$ cat src/logic/mips_pkg.sv
`default_nettype none

package mips_pkg;

	// ------------------------------
	// Widths
	// ------------------------------
	localparam int DATA_W     = 32;
	localparam int REG_ADDR_W = 5;
	localparam int NUM_REGS   = 32;

	// ------------------------------
	// Opcodes and R-type functs
	// ------------------------------
	localparam logic [5:0] OP_RTYPE = 6'h00;
	localparam logic [5:0] OP_ADDI  = 6'h08;
	localparam logic [5:0] OP_LW    = 6'h23;
	localparam logic [5:0] OP_SW    = 6'h2b;
	localparam logic [5:0] OP_BEQ   = 6'h04;
	localparam logic [5:0] OP_J     = 6'h02;

	localparam logic [5:0] FN_ADD = 6'h20;
	localparam logic [5:0] FN_SUB = 6'h22;
	localparam logic [5:0] FN_AND = 6'h24;
	localparam logic [5:0] FN_OR  = 6'h25;
	localparam logic [5:0] FN_SLT = 6'h2a;

	// ALU operation, set in decode and used in execute
	localparam logic [2:0] ALU_ADD = 3'd0;
	localparam logic [2:0] ALU_SUB = 3'd1;
	localparam logic [2:0] ALU_AND = 3'd2;
	localparam logic [2:0] ALU_OR  = 3'd3;
	localparam logic [2:0] ALU_SLT = 3'd4;

	// Execute operand source
	localparam logic [1:0] FWD_REG = 2'd0;
	// Result being written back
	localparam logic [1:0] FWD_WB  = 2'd1;
	// ALU result sitting in the memory stage
	localparam logic [1:0] FWD_MEM = 2'd2;

	// ------------------------------
	// Instruction word
	// ------------------------------
	typedef struct packed {
		logic [5:0] opcode;
		logic [4:0] rs;
		logic [4:0] rt;
		logic [4:0] rd;
		logic [4:0] shamt;
		logic [5:0] funct;
	} r_view_t;

	// J target is {rs, rt, imm} of this view
	typedef struct packed {
		logic [5:0]  opcode;
		logic [4:0]  rs;
		logic [4:0]  rt;
		logic [15:0] imm;
	} i_view_t;

	typedef union packed {
		r_view_t r;
		i_view_t i;
	} instr_u;

endpackage

`default_nettype wire
$ cat src/logic/mips_execute.sv
`timescale 1ns/1ps
`default_nettype none

module mips_execute (
	input  wire                               clk,
	input  wire                               arst_n,
	input  wire  [mips_pkg::REG_ADDR_W-1:0]   rt_e,
	input  wire  [mips_pkg::REG_ADDR_W-1:0]   rd_e,
	input  wire  [mips_pkg::DATA_W-1:0]       read_a_e,
	input  wire  [mips_pkg::DATA_W-1:0]       read_b_e,
	input  wire  [mips_pkg::DATA_W-1:0]       imm_e,
	input  wire  [2:0]                        alu_op_e,
	input  wire                               alu_src_e,
	input  wire                               reg_dst_e,
	input  wire                               reg_write_e,
	input  wire                               mem_to_reg_e,
	input  wire                               mem_write_e,
	input  wire  [1:0]                        fwd_a_e,
	input  wire  [1:0]                        fwd_b_e,
	input  wire  [mips_pkg::DATA_W-1:0]       wb_data,
	output logic [mips_pkg::REG_ADDR_W-1:0]   write_reg_e,
	output logic [mips_pkg::DATA_W-1:0]       alu_result_m,
	output logic [mips_pkg::DATA_W-1:0]       store_data_m,
	output logic [mips_pkg::REG_ADDR_W-1:0]   write_reg_m,
	output logic                              reg_write_m,
	output logic                              mem_to_reg_m,
	output logic                              mem_write_m
);
	import mips_pkg::*;

	logic [DATA_W-1:0] src_a;
	logic [DATA_W-1:0] src_b;
	logic [DATA_W-1:0] alu_b;
	logic [DATA_W-1:0] alu_y;

	// ------------------------------
	// Operand select
	// ------------------------------
	always_comb begin
		case (fwd_a_e)
			FWD_MEM: src_a = alu_result_m;
			FWD_WB:  src_a = wb_data;
			default: src_a = read_a_e;
		endcase
		case (fwd_b_e)
			FWD_MEM: src_b = alu_result_m;
			FWD_WB:  src_b = wb_data;
			default: src_b = read_b_e;
		endcase
	end

	// Forwarded rt doubles as store data
	assign alu_b = alu_src_e ? imm_e : src_b;

	always_comb begin
		case (alu_op_e)
			ALU_SUB: alu_y = src_a - alu_b;
			ALU_AND: alu_y = src_a & alu_b;
			ALU_OR:  alu_y = src_a | alu_b;
			ALU_SLT: alu_y = DATA_W'($signed(src_a) < $signed(alu_b));
			default: alu_y = src_a + alu_b;
		endcase
	end

	// R-type writes rd, immediate forms write rt
	assign write_reg_e = reg_dst_e ? rd_e : rt_e;

	// ------------------------------
	// Execute/memory register
	// ------------------------------
	always_ff @(posedge clk or negedge arst_n) begin
		if (!arst_n) begin
			write_reg_m  <= '0;
			reg_write_m  <= 1'b0;
			mem_to_reg_m <= 1'b0;
			mem_write_m  <= 1'b0;
		end else begin
			write_reg_m  <= write_reg_e;
			reg_write_m  <= reg_write_e;
			mem_to_reg_m <= mem_to_reg_e;
			mem_write_m  <= mem_write_e;
		end
	end

	always_ff @(posedge clk) begin
		alu_result_m <= alu_y;
		store_data_m <= src_b;
	end

endmodule

`default_nettype wire

$ cat config.mk
export PLATFORM = sky130hd
export DESIGN_NAME = mips_execute
export DESIGN_NICKNAME = d
export VERILOG_FILES = /design/src/logic/mips_pkg.sv /design/src/logic/mips_execute.sv
export SDC_FILE = /design/constraint.sdc
export NUM_CORES = 1
export LEC_CHECK = 0
export ABC_AREA = 1
export BUFFER_PORTS_ARGS = -buffer_cell sky130_fd_sc_hd__buf_4
export CORE_ASPECT_RATIO = 0.5
export CORE_MARGIN = 5
export CORE_UTILIZATION = 46
export DETAILED_ROUTE_END_ITERATION = 12
export PLACE_DENSITY = 0.83
export SETUP_SLACK_MARGIN = 0.4
export SLEW_MARGIN = 5
export SYNTH_ARGS = -nofsm -noshare
export SYNTH_HDL_FRONTEND = slang
export SYNTH_SLANG_ARGS = --single-unit
$ cat constraint.sdc
create_clock -name clk -period 3.6 [get_ports clk]
set_input_delay 0.18 -clock clk [delete_from_list [all_inputs] [get_ports clk]]
set_output_delay 0.18 -clock clk [all_outputs]
set_load 0.005 [all_outputs]
==> results.sh, run 1 <==
export IMPL_synth_avg_cell_area_um2=6.02
export IMPL_num_rows=36
export IMPL_clock_latency_ns=0.36
export IMPL_cp_arrival_ns=3.30
export IMPL_place_hpwl_um=29800
export IMPL_drc=0
export IMPL_p_int_uw=2740
export IMPL_yosys_top_cells_count="nand2_1 (355), inv_1 (262), nor2_1 (128)"
export IMPL_grt_pass1_vias=10200
export IMPL_final_cells=1986
export IMPL_post_cts_buffers=0
export IMPL_powerDensity_nw_per_um2=469
export IMPL_ff2ff_path_depth=19
export IMPL_num_nets_final=1969
export IMPL_grt_setup_unrepaired="false"
export IMPL_ys_ff_latch=72
export IMPL_path_class="input pin to register"
export IMPL_reg2reg_slack_ns=0.66
export IMPL_n_antenna_cell=0
export IMPL_worstReg2RegEnd="alu_result_m[30]"
export IMPL_power_leakage_uw=0.00638
export IMPL_cts_inserted_buffers=9
export IMPL_yosysTopAreaCell="nand2_1"
export IMPL_cts_clk_slew_worst_paths_ns=0.07
export IMPL_synthToLayoutAreaGrowth_pct=27.4
export IMPL_grt_usage_pct=31.0
export IMPL_drive_gt1_share_pct=19.8
export IMPL_viasPerCell=5.47
export IMPL_grt_pass1_wl_um=55400
export IMPL_tightest_slew_ns=0.961
export IMPL_slew_viol_final=0
export IMPL_antenna_left=0
export IMPL_cp_required_ns=3.84
export IMPL_cts_htree_levels=3
export IMPL_tritoncts="yes"
export IMPL_yosys_warnings=0
export IMPL_setup_viol=0
export IMPL_yosysUniqueCellTypes=42
export IMPL_place_congestion=1.08
export IMPL_netlist_area_leader_share_pct=14.9
export IMPL_final_setup_tns_ns=0
export IMPL_post_route_min_period_ns=3.06
export IMPL_initial_core_util_pct=46.4
export IMPL_clk_path_buf_depth=2
export IMPL_cp_cell_sequence="buf_4 -> inv_1 -> ha_2 -> buf_4 -> a221o_1 -> o21ai_0 -> o21ai_1 -> ha_1 -> inv_1 -> nand2_1 -> nor2_1 -> a21oi_1 -> nand2_1 -> nand2_1 -> nand2_1 -> nand2_1 -> nand3_1 -> nand3_1"
export IMPL_worstPathMaxFanout=20
export IMPL_r2r_start="alu_result_m[0]"
export IMPL_hp_class="input pin to register"
export IMPL_crit_start="fwd_b_e[0]"
export IMPL_die_w_um=207
export IMPL_coreArea_um2=19300
export IMPL_hold_violations=0
export IMPL_synth_flop_cell="dfxtp_1"
export IMPL_maxSlewHeadroom_pct=35.8
export IMPL_cts_sinks=72
export IMPL_dp_cells=1966
export IMPL_ir_worst_vdd_uv=249
export IMPL_netSwitchingFraction_pct=48.8
export IMPL_root_buffer="clkbuf_16"
export IMPL_grt_overflow_total=0
export IMPL_cap_viol_max_count=0
export IMPL_status="complete, no violations"
export IMPL_start_kind="input pin"
export IMPL_post_route_util_pct=59.2
export IMPL_grt_start_max_net_pins=34
export IMPL_vias=10900
export IMPL_crit_path_top_delay_cell="ha_1"
export IMPL_synth_area_leaders="nand2_1 (15%), dfxtp_1 (14%), ha_1 (14%)"
export IMPL_ios=229
export IMPL_dieArea_um2=22500
export IMPL_first_pass_iters=6
export IMPL_yosysMostFrequentCell="nand2_1"
export IMPL_min_period_over_period_pct=84.9
export IMPL_slowest_delay_ns=0.40
export IMPL_finClkSkew_ns=0.0126
export IMPL_power_frac_seq_pct=21.6
export IMPL_drt_total_wl_um=36200
export IMPL_power_frac_comb_pct=60.0
export IMPL_routedWlPerCell_um=18.2
export IMPL_syn_num_nets=1742
export IMPL_async_flop_share_pct=11.1
export IMPL_synth_area_um2=8950
export IMPL_fin_total_pwr_uw=5350
export IMPL_die_height_um=109
export IMPL_fmax_mhz=327
export IMPL_yosysSeqAreaShare_pct=16.5
export IMPL_antenna_found_initial=0
export IMPL_port_buffers=228
export IMPL_cpMostUsedCell="nand2_1"
export IMPL_pwr_share_clk_pct=18.4
export IMPL_endpoint="alu_result_m[31]"
export IMPL_p_sw_uw=2610
export IMPL_first_iter_violations=1269
export IMPL_endpoint_kind="register"
export IMPL_syn_inst=1488
export IMPL_synth_edf_count=0
cell type report:
type	count	area, um^2
fillers	1964	7870
multi-input cells	1080	6170
repair buffers	272	2060
flip-flops and latches	72	1480
inverters	280	1050
well taps	266	333
clock buffers	9	225
clock inverters	7	77.6
per-stage QoR:
step | hold WS (ns) | setup slack [ns] | area [um^2]
final | 0.0485 | 0.542 | 11400
after global routing | 0.0529 | 0.405 | 11400
after CTS | 0.0387 | 0.609 | 11400
after detailed placement | 0.0000102 | 0.238 | 11000
after global placement | -0.000299 | 0.289 | 11000
after floorplan | -0.116 | 0.560 | 8950
how the worst min path moves through the flow:
stage	from	to	slack [ns]	depth (start not counted)
2_1_floorplan	arst_n	mem_to_reg_m	-0.12	0
3_3_place_gp	arst_n	write_reg_m[2]	-0.0003	1
3_5_place_dp	arst_n	write_reg_m[0]	0.00001	1
4_1_cts	read_b_e[4]	store_data_m[4]	0.04	3
5_1_grt	read_b_e[3]	store_data_m[3]	0.05	3
6_report	read_b_e[4]	store_data_m[4]	0.05	3
logic make-up after synthesis:
logic type               count (synthesis)  share of synthesized area [%]
XOR/XNOR                                 6                          0.587
multiplexers                             5                          0.629
buffers and inverters                  336                           14.8
flip-flops                              72                           16.5
adder cells (fa/ha/maj)                102                           14.4
AND/OR/NAND/NOR                        627                           29.2
AO/OA/AOI/OAI                          340                           23.8
state kept, by name, indices dropped and copies added (netlist names):
name	flops
store_data_m	32
mem_to_reg_m	1
reg_write_m	1
mem_write_m	1
alu_result_m	32
write_reg_m	5
critical path: cells and delay by family:
kind                     cells  cell delay [ns]
buffers and inverters        4             0.53
AND/OR/NAND/NOR              8             1.21
adder cells (fa/ha/maj)      2             0.70
AO/OA/AOI/OAI                4             0.66
repair_timing:
| action | in CTS | in global routing |
|---|---|---|
| hold buffers | 4 | 0 |
| gates resized for setup | 0 | 10 |
| endpoints found under the hold margin | 11 | 0 |
| endpoints found under the setup margin | 0 | 12 |
power by group through the flow:
stage	combinational (uW)	clock, uW	sequential (uW)
final	3210	984	1150
after CTS	3110	990	1150
after detailed placement	3090	0	1160
after global routing	3510	1030	1180
after floorplan	1890	0	1130
after global placement	3080	0	1170
cells in the final DEF (no fill, tap or decap), drive strengths merged, types with 9 or more instances in the layout:
cell type and count:
nand4 13, o21ai 141, inv 280, dfxtp 64, a221o 62, ha 100, o21bai 17, clkbuf 9
nand2 366, buf 268, nor2 130, nor3 11, nand3 103, a21oi 109
per-layer routing:
metal / up-vias / share of wire, % / GRT usage [%]
met1: 4988 / 44 / 43.3
met2: 547 / 42 / 47.7
li1: 5282 / - / -
met4: 0 / 1.8 / 7.26
met3: 49 / 12 / 8.82
met5: - / 0 / 0
No activity file was read; power rests on OpenSTA's default activity.
==> run 2, diff against run 1 <==
--- a/config.mk
+++ b/config.mk
@@ -11,7 +11,7 @@
 export CORE_MARGIN = 5
 export CORE_UTILIZATION = 46
 export DETAILED_ROUTE_END_ITERATION = 12
-export PLACE_DENSITY = 0.83
+export PLACE_DENSITY = 0.86
 export SETUP_SLACK_MARGIN = 0.4
 export SLEW_MARGIN = 5
 export SYNTH_ARGS = -nofsm -noshare
==> constraint.sdc (replaced) <==
create_clock -name clk -period 2.7 [get_ports clk]
set_input_delay 0.135 -clock clk [delete_from_list [all_inputs] [get_ports clk]]
set_output_delay 0.135 -clock clk [all_outputs]
set_load 0.005 [all_outputs]
==> run 2 against run 1 <==
Compared with the run above: the run now fails in 5_1_grt; synthesized area unchanged; synthesized cell count unchanged.
==> results.sh, run 2 <==
export IMPL_yosys_warnings=0
export IMPL_yosysMostFrequentCell="nand2_1"
export IMPL_yosysUniqueCellTypes=42
export IMPL_grt_start_max_net_pins=33
export IMPL_status="stopped before the end"
export IMPL_grt_overflow_total=43
export IMPL_synth_area_um2=8950
export IMPL_place_hpwl_um=33800
export IMPL_async_flop_share_pct=11.1
export IMPL_endpoint_type="register input"
export IMPL_placed_cell_area_um2=13500
export IMPL_ios=229
export IMPL_synth_edf_count=0
export IMPL_cts_htree_levels=3
export IMPL_synth_avg_cell_area_um2=6.02
export IMPL_num_rows=36
export IMPL_port_buffers=228
export IMPL_root_buffer="clkbuf_16"
export IMPL_die_height_um=109
export IMPL_error_line="[ERROR GRT-0232] Routing congestion too high. Check the congestion heatmap in the GUI."
export IMPL_dpl_worst_slack_ns=-0.558
export IMPL_netlist_area_leader_share_pct=14.9
export IMPL_ys_ff_latch=72
export IMPL_cts_inserted_buffers=9
export IMPL_lastStage="5_1_grt"
export IMPL_syn_num_nets=1742
export IMPL_grt_usage_pct=77.3
export IMPL_cts_sinks=72
export IMPL_synth_area_leaders="nand2_1 (15%), dfxtp_1 (14%), ha_1 (14%)"
export IMPL_dp_cells=2249
export IMPL_clk_path_buf_depth=2
export IMPL_place_congestion=1.04
export IMPL_syn_inst=1488
export IMPL_yosys_top_cells_count="nand2_1 (355), inv_1 (262), nor2_1 (128)"
export IMPL_postGrtWorstEndpoint="alu_result_m[14]$_DFF_P_/D"
export IMPL_synth_flop_cell="dfxtp_1"
export IMPL_initial_core_util_pct=46.4
export IMPL_yosysSeqAreaShare_pct=16.5
export IMPL_yosysTopAreaCell="nand2_1"
export IMPL_die_w_um=207
export IMPL_antenna_found_initial=6
[run 2: cell counts after synthesis]
No cell type changed its count.
[run 2: cells by family after synthesis]
logic type	count (synthesis)	synth area share (%)
and+or+nand+nor	627	29.2
AOI/OAI and AO/OA	340	23.8
buffers and inverters	336	14.8
adders and majority gates	102	14.4
DFF	72	16.5
xor gates and xnor gates	6	0.587
muxes	5	0.629
[run 2: through the flow]
step,setup TNS (ns),utilization (%)
after CTS,0,77.6
after detailed placement,-12.16,69.9
after global placement,-9.13,69.9
after floorplan,0,-
[run 2: what timing repair did]
| action | in CTS |
|---|---|
| hold buffers | 10 |
| resized for setup | 261 |
| pin swaps | 66 |
| endpoints found under the hold margin | 17 |
| endpoints found under the setup margin | 32 |
| buffers inserted | 33 |
| gates cloned | 1 |
[run 2: routing by layer]
| layer | GRT overflow | global-route usage, % |
|---|---|---|
| met3 | 3 | 72.8 |
| met5 | 0 | 58.0 |
| met2 | 28 | 89.1 |
| met1 | 4 | 76.2 |
| met4 | 8 | 68.1 |
==> run 3, diff against run 2 <==
--- a/config.mk
+++ b/config.mk
@@ -7,12 +7,10 @@
 export LEC_CHECK = 0
 export ABC_AREA = 1
 export BUFFER_PORTS_ARGS = -buffer_cell sky130_fd_sc_hd__buf_4
-export CORE_ASPECT_RATIO = 0.5
 export CORE_MARGIN = 5
-export CORE_UTILIZATION = 46
+export CORE_UTILIZATION = 31
 export DETAILED_ROUTE_END_ITERATION = 12
-export PLACE_DENSITY = 0.86
-export SETUP_SLACK_MARGIN = 0.4
+export PLACE_DENSITY_LB_ADDON = 0.15
 export SLEW_MARGIN = 5
 export SYNTH_ARGS = -nofsm -noshare
 export SYNTH_HDL_FRONTEND = slang
==> constraint.sdc (replaced) <==
create_clock -name clk -period 3.51 [get_ports clk]
set_input_delay 0.1755 -clock clk [delete_from_list [all_inputs] [get_ports clk]]
set_output_delay 0.1755 -clock clk [all_outputs]
set_load 0.005 [all_outputs]
==> run 3 against run 2 <==
Compared with the run above: the flow now finishes without violations.
==> results.sh, run 3 (same netlist as run 1, synthesis figures left out) <==
export IMPL_cp_top_family="simple AND/OR/NAND/NOR gates"
export IMPL_fin_ws_ns=0.356
export IMPL_path_class="input pin to register"
export IMPL_cp_cell_sequence="buf_4 -> inv_1 -> ha_1 -> inv_1 -> buf_12 -> o21ai_0 -> o21ai_0 -> inv_1 -> fa_1 -> inv_1 -> nand3_1 -> nand3_1 -> nand2_1 -> nand2_1 -> nand2_1 -> nand2_2 -> nand2_1 -> nand3_1 -> nand2_1 -> nand2_1 -> nand3_1"
export IMPL_cts_sinks=72
export IMPL_first_iter_violations=977
export IMPL_power_leakage_uw=0.00657
export IMPL_root_buffer="clkbuf_16"
export IMPL_cts_clk_slew_worst_paths_ns=0.08
export IMPL_tritoncts="yes"
export IMPL_port_buffers=228
export IMPL_hold_violations=0
export IMPL_final_common_cell="nand2_1"
export IMPL_tightest_slew_ns=0.920
export IMPL_antenna_left=0
export IMPL_cpMostUsedCell="nand2_1"
export IMPL_drt_total_wl_um=41600
export IMPL_clock_latency_ns=0.36
export IMPL_post_cts_buffers=0
export IMPL_first_pass_iters=6
export IMPL_final_cell_mix="nand2_1 (355), buf_4 (291), inv_1 (262)"
export IMPL_fin_total_pwr_uw=5690
export IMPL_cap_viol_max_count=0
export IMPL_grt_overflow_total=0
export IMPL_start_kind="input pin"
export IMPL_setup_viol=0
export IMPL_grt_setup_unrepaired="false"
export IMPL_drive_gt1_share_pct=21.0
export IMPL_grt_pass1_vias=10500
export IMPL_crit_buf_inv=6
export IMPL_cp_required_ns=3.76
export IMPL_design_area_um2=11900
export IMPL_coreArea_um2=28600
export IMPL_cts_htree_levels=3
export IMPL_crit_path_top_delay_cell="o21ai_0"
export IMPL_n_antenna_cell=0
export IMPL_grt_usage_pct=24.7
export IMPL_fmax_mhz=317
export IMPL_viasPerCell=5.08
export IMPL_num_fill_cells=3072
export IMPL_initial_core_util_pct=31.3
export IMPL_maxSlewHeadroom_pct=38.5
export IMPL_die_height_um=180
export IMPL_grt_pass1_wl_um=63300
export IMPL_hold_slack_ns=0.0472
export IMPL_dpl_worst_slack_ns=-0.00140
export IMPL_num_rows=62
export IMPL_dp_cells=2115
export IMPL_status="complete, no violations"
export IMPL_clk_path_buf_depth=2
export IMPL_min_period_over_period_pct=89.8
export IMPL_cp_arrival_ns=3.40
export IMPL_reg2reg_slack_ns=0.45
export IMPL_cts_resized=0
export IMPL_final_cells=2135
export IMPL_ir_worst_vdd_uv=316
export IMPL_slew_viol_final=0
export IMPL_routedWlPerCell_um=19.5
export IMPL_num_nets_final=2000
export IMPL_grt_start_max_net_pins=33
export IMPL_die_w_um=180
export IMPL_worstPathMaxFanout=25
export IMPL_hp_class="input pin to register"
export IMPL_place_hpwl_um=34900
export IMPL_finClkSkew_ns=0.0140
export IMPL_slowest_delay_ns=0.48
export IMPL_synthToLayoutAreaGrowth_pct=32.4
export IMPL_powerDensity_nw_per_um2=480
export IMPL_largest_registers="alu_result_m x32, store_data_m x32, write_reg_m x5"
export IMPL_cts_inserted_buffers=9
export IMPL_vias=10800
export IMPL_ios=229
export IMPL_antenna_found_initial=0
export IMPL_dieArea_um2=32400
export IMPL_placed_cell_area_um2=11500
export IMPL_drc=0
export IMPL_endpoint_kind="register"
export IMPL_place_congestion=0.993
export IMPL_post_route_min_period_ns=3.15
run 3: worst paths after layout:
path,startpoint,endpoint,cells past startpoint
worst max-delay path,fwd_b_e[0],alu_result_m[30],21
worst min-delay path,read_b_e[28],store_data_m[28],3
worst max register to register,alu_result_m[18],alu_result_m[0],13
worst min register to register,alu_result_m[31],store_data_m[31],2
max in group asynchronous,arst_n,mem_write_m,2
min in group asynchronous,arst_n,write_reg_m[3],2
run 3: repair_timing:
action,in CTS,in global routing
endpoints found under the hold margin,11,0
endpoints found under the setup margin,0,0
hold buffers,4,0
run 3: final cells by class:
| type | count | area (um^2) | share of cell area, % |
|---|---|---|---|
| timing repair buffer | 303 | 2380 | 20.1 |
| sequential | 72 | 1480 | 12.5 |
| multi-input combinational | 1080 | 6150 | 51.9 |
| clock buffer | 9 | 225 | 1.90 |
| inverter | 280 | 1050 | 8.87 |
| clock inverter | 7 | 77.6 | 0.654 |
| tap | 384 | 480 | 4.05 |
run 3: layer usage:
metal  vias up  global-route usage (%)  routed length, um
met3        41                    3.25               2800
met2       426                    40.3              18600
li1       5340                       -                  -
met4         0                    5.64                768
met1      5032                    34.9              19400
met5         -                       0                  0
run 3: through the flow:
step           util, %  setup TNS (ns)
2_1_floorplan        -               0
3_3_place_gp      40.2               0
3_5_place_dp      40.2        -0.00140
4_1_cts           41.4               0
5_1_grt           41.4               0
6_report          41.4               0
run 3: worst register-to-register path, delay by kind of cell (launching register included):
kind | cells | cell delay, ns
AOI/OAI and AO/OA | 3 | 0.75
and+or+nand+nor | 7 | 1.17
buffers and inverters | 2 | 0.21
DFF | 1 | 0.42
adders and majority gates | 1 | 0.45
run 3: report_power, final:
| part | leakage, uW | internal (uW) | total, uW | switching, uW |
|---|---|---|---|---|
| combinational | 0.00579 | 1330 | 3450 | 2120 |
| sequential | 0.000633 | 1020 | 1210 | 189 |
| clock | 0.000146 | 559 | 1030 | 470 |
| total | 0.00657 | 2910 | 5690 | 2780 |
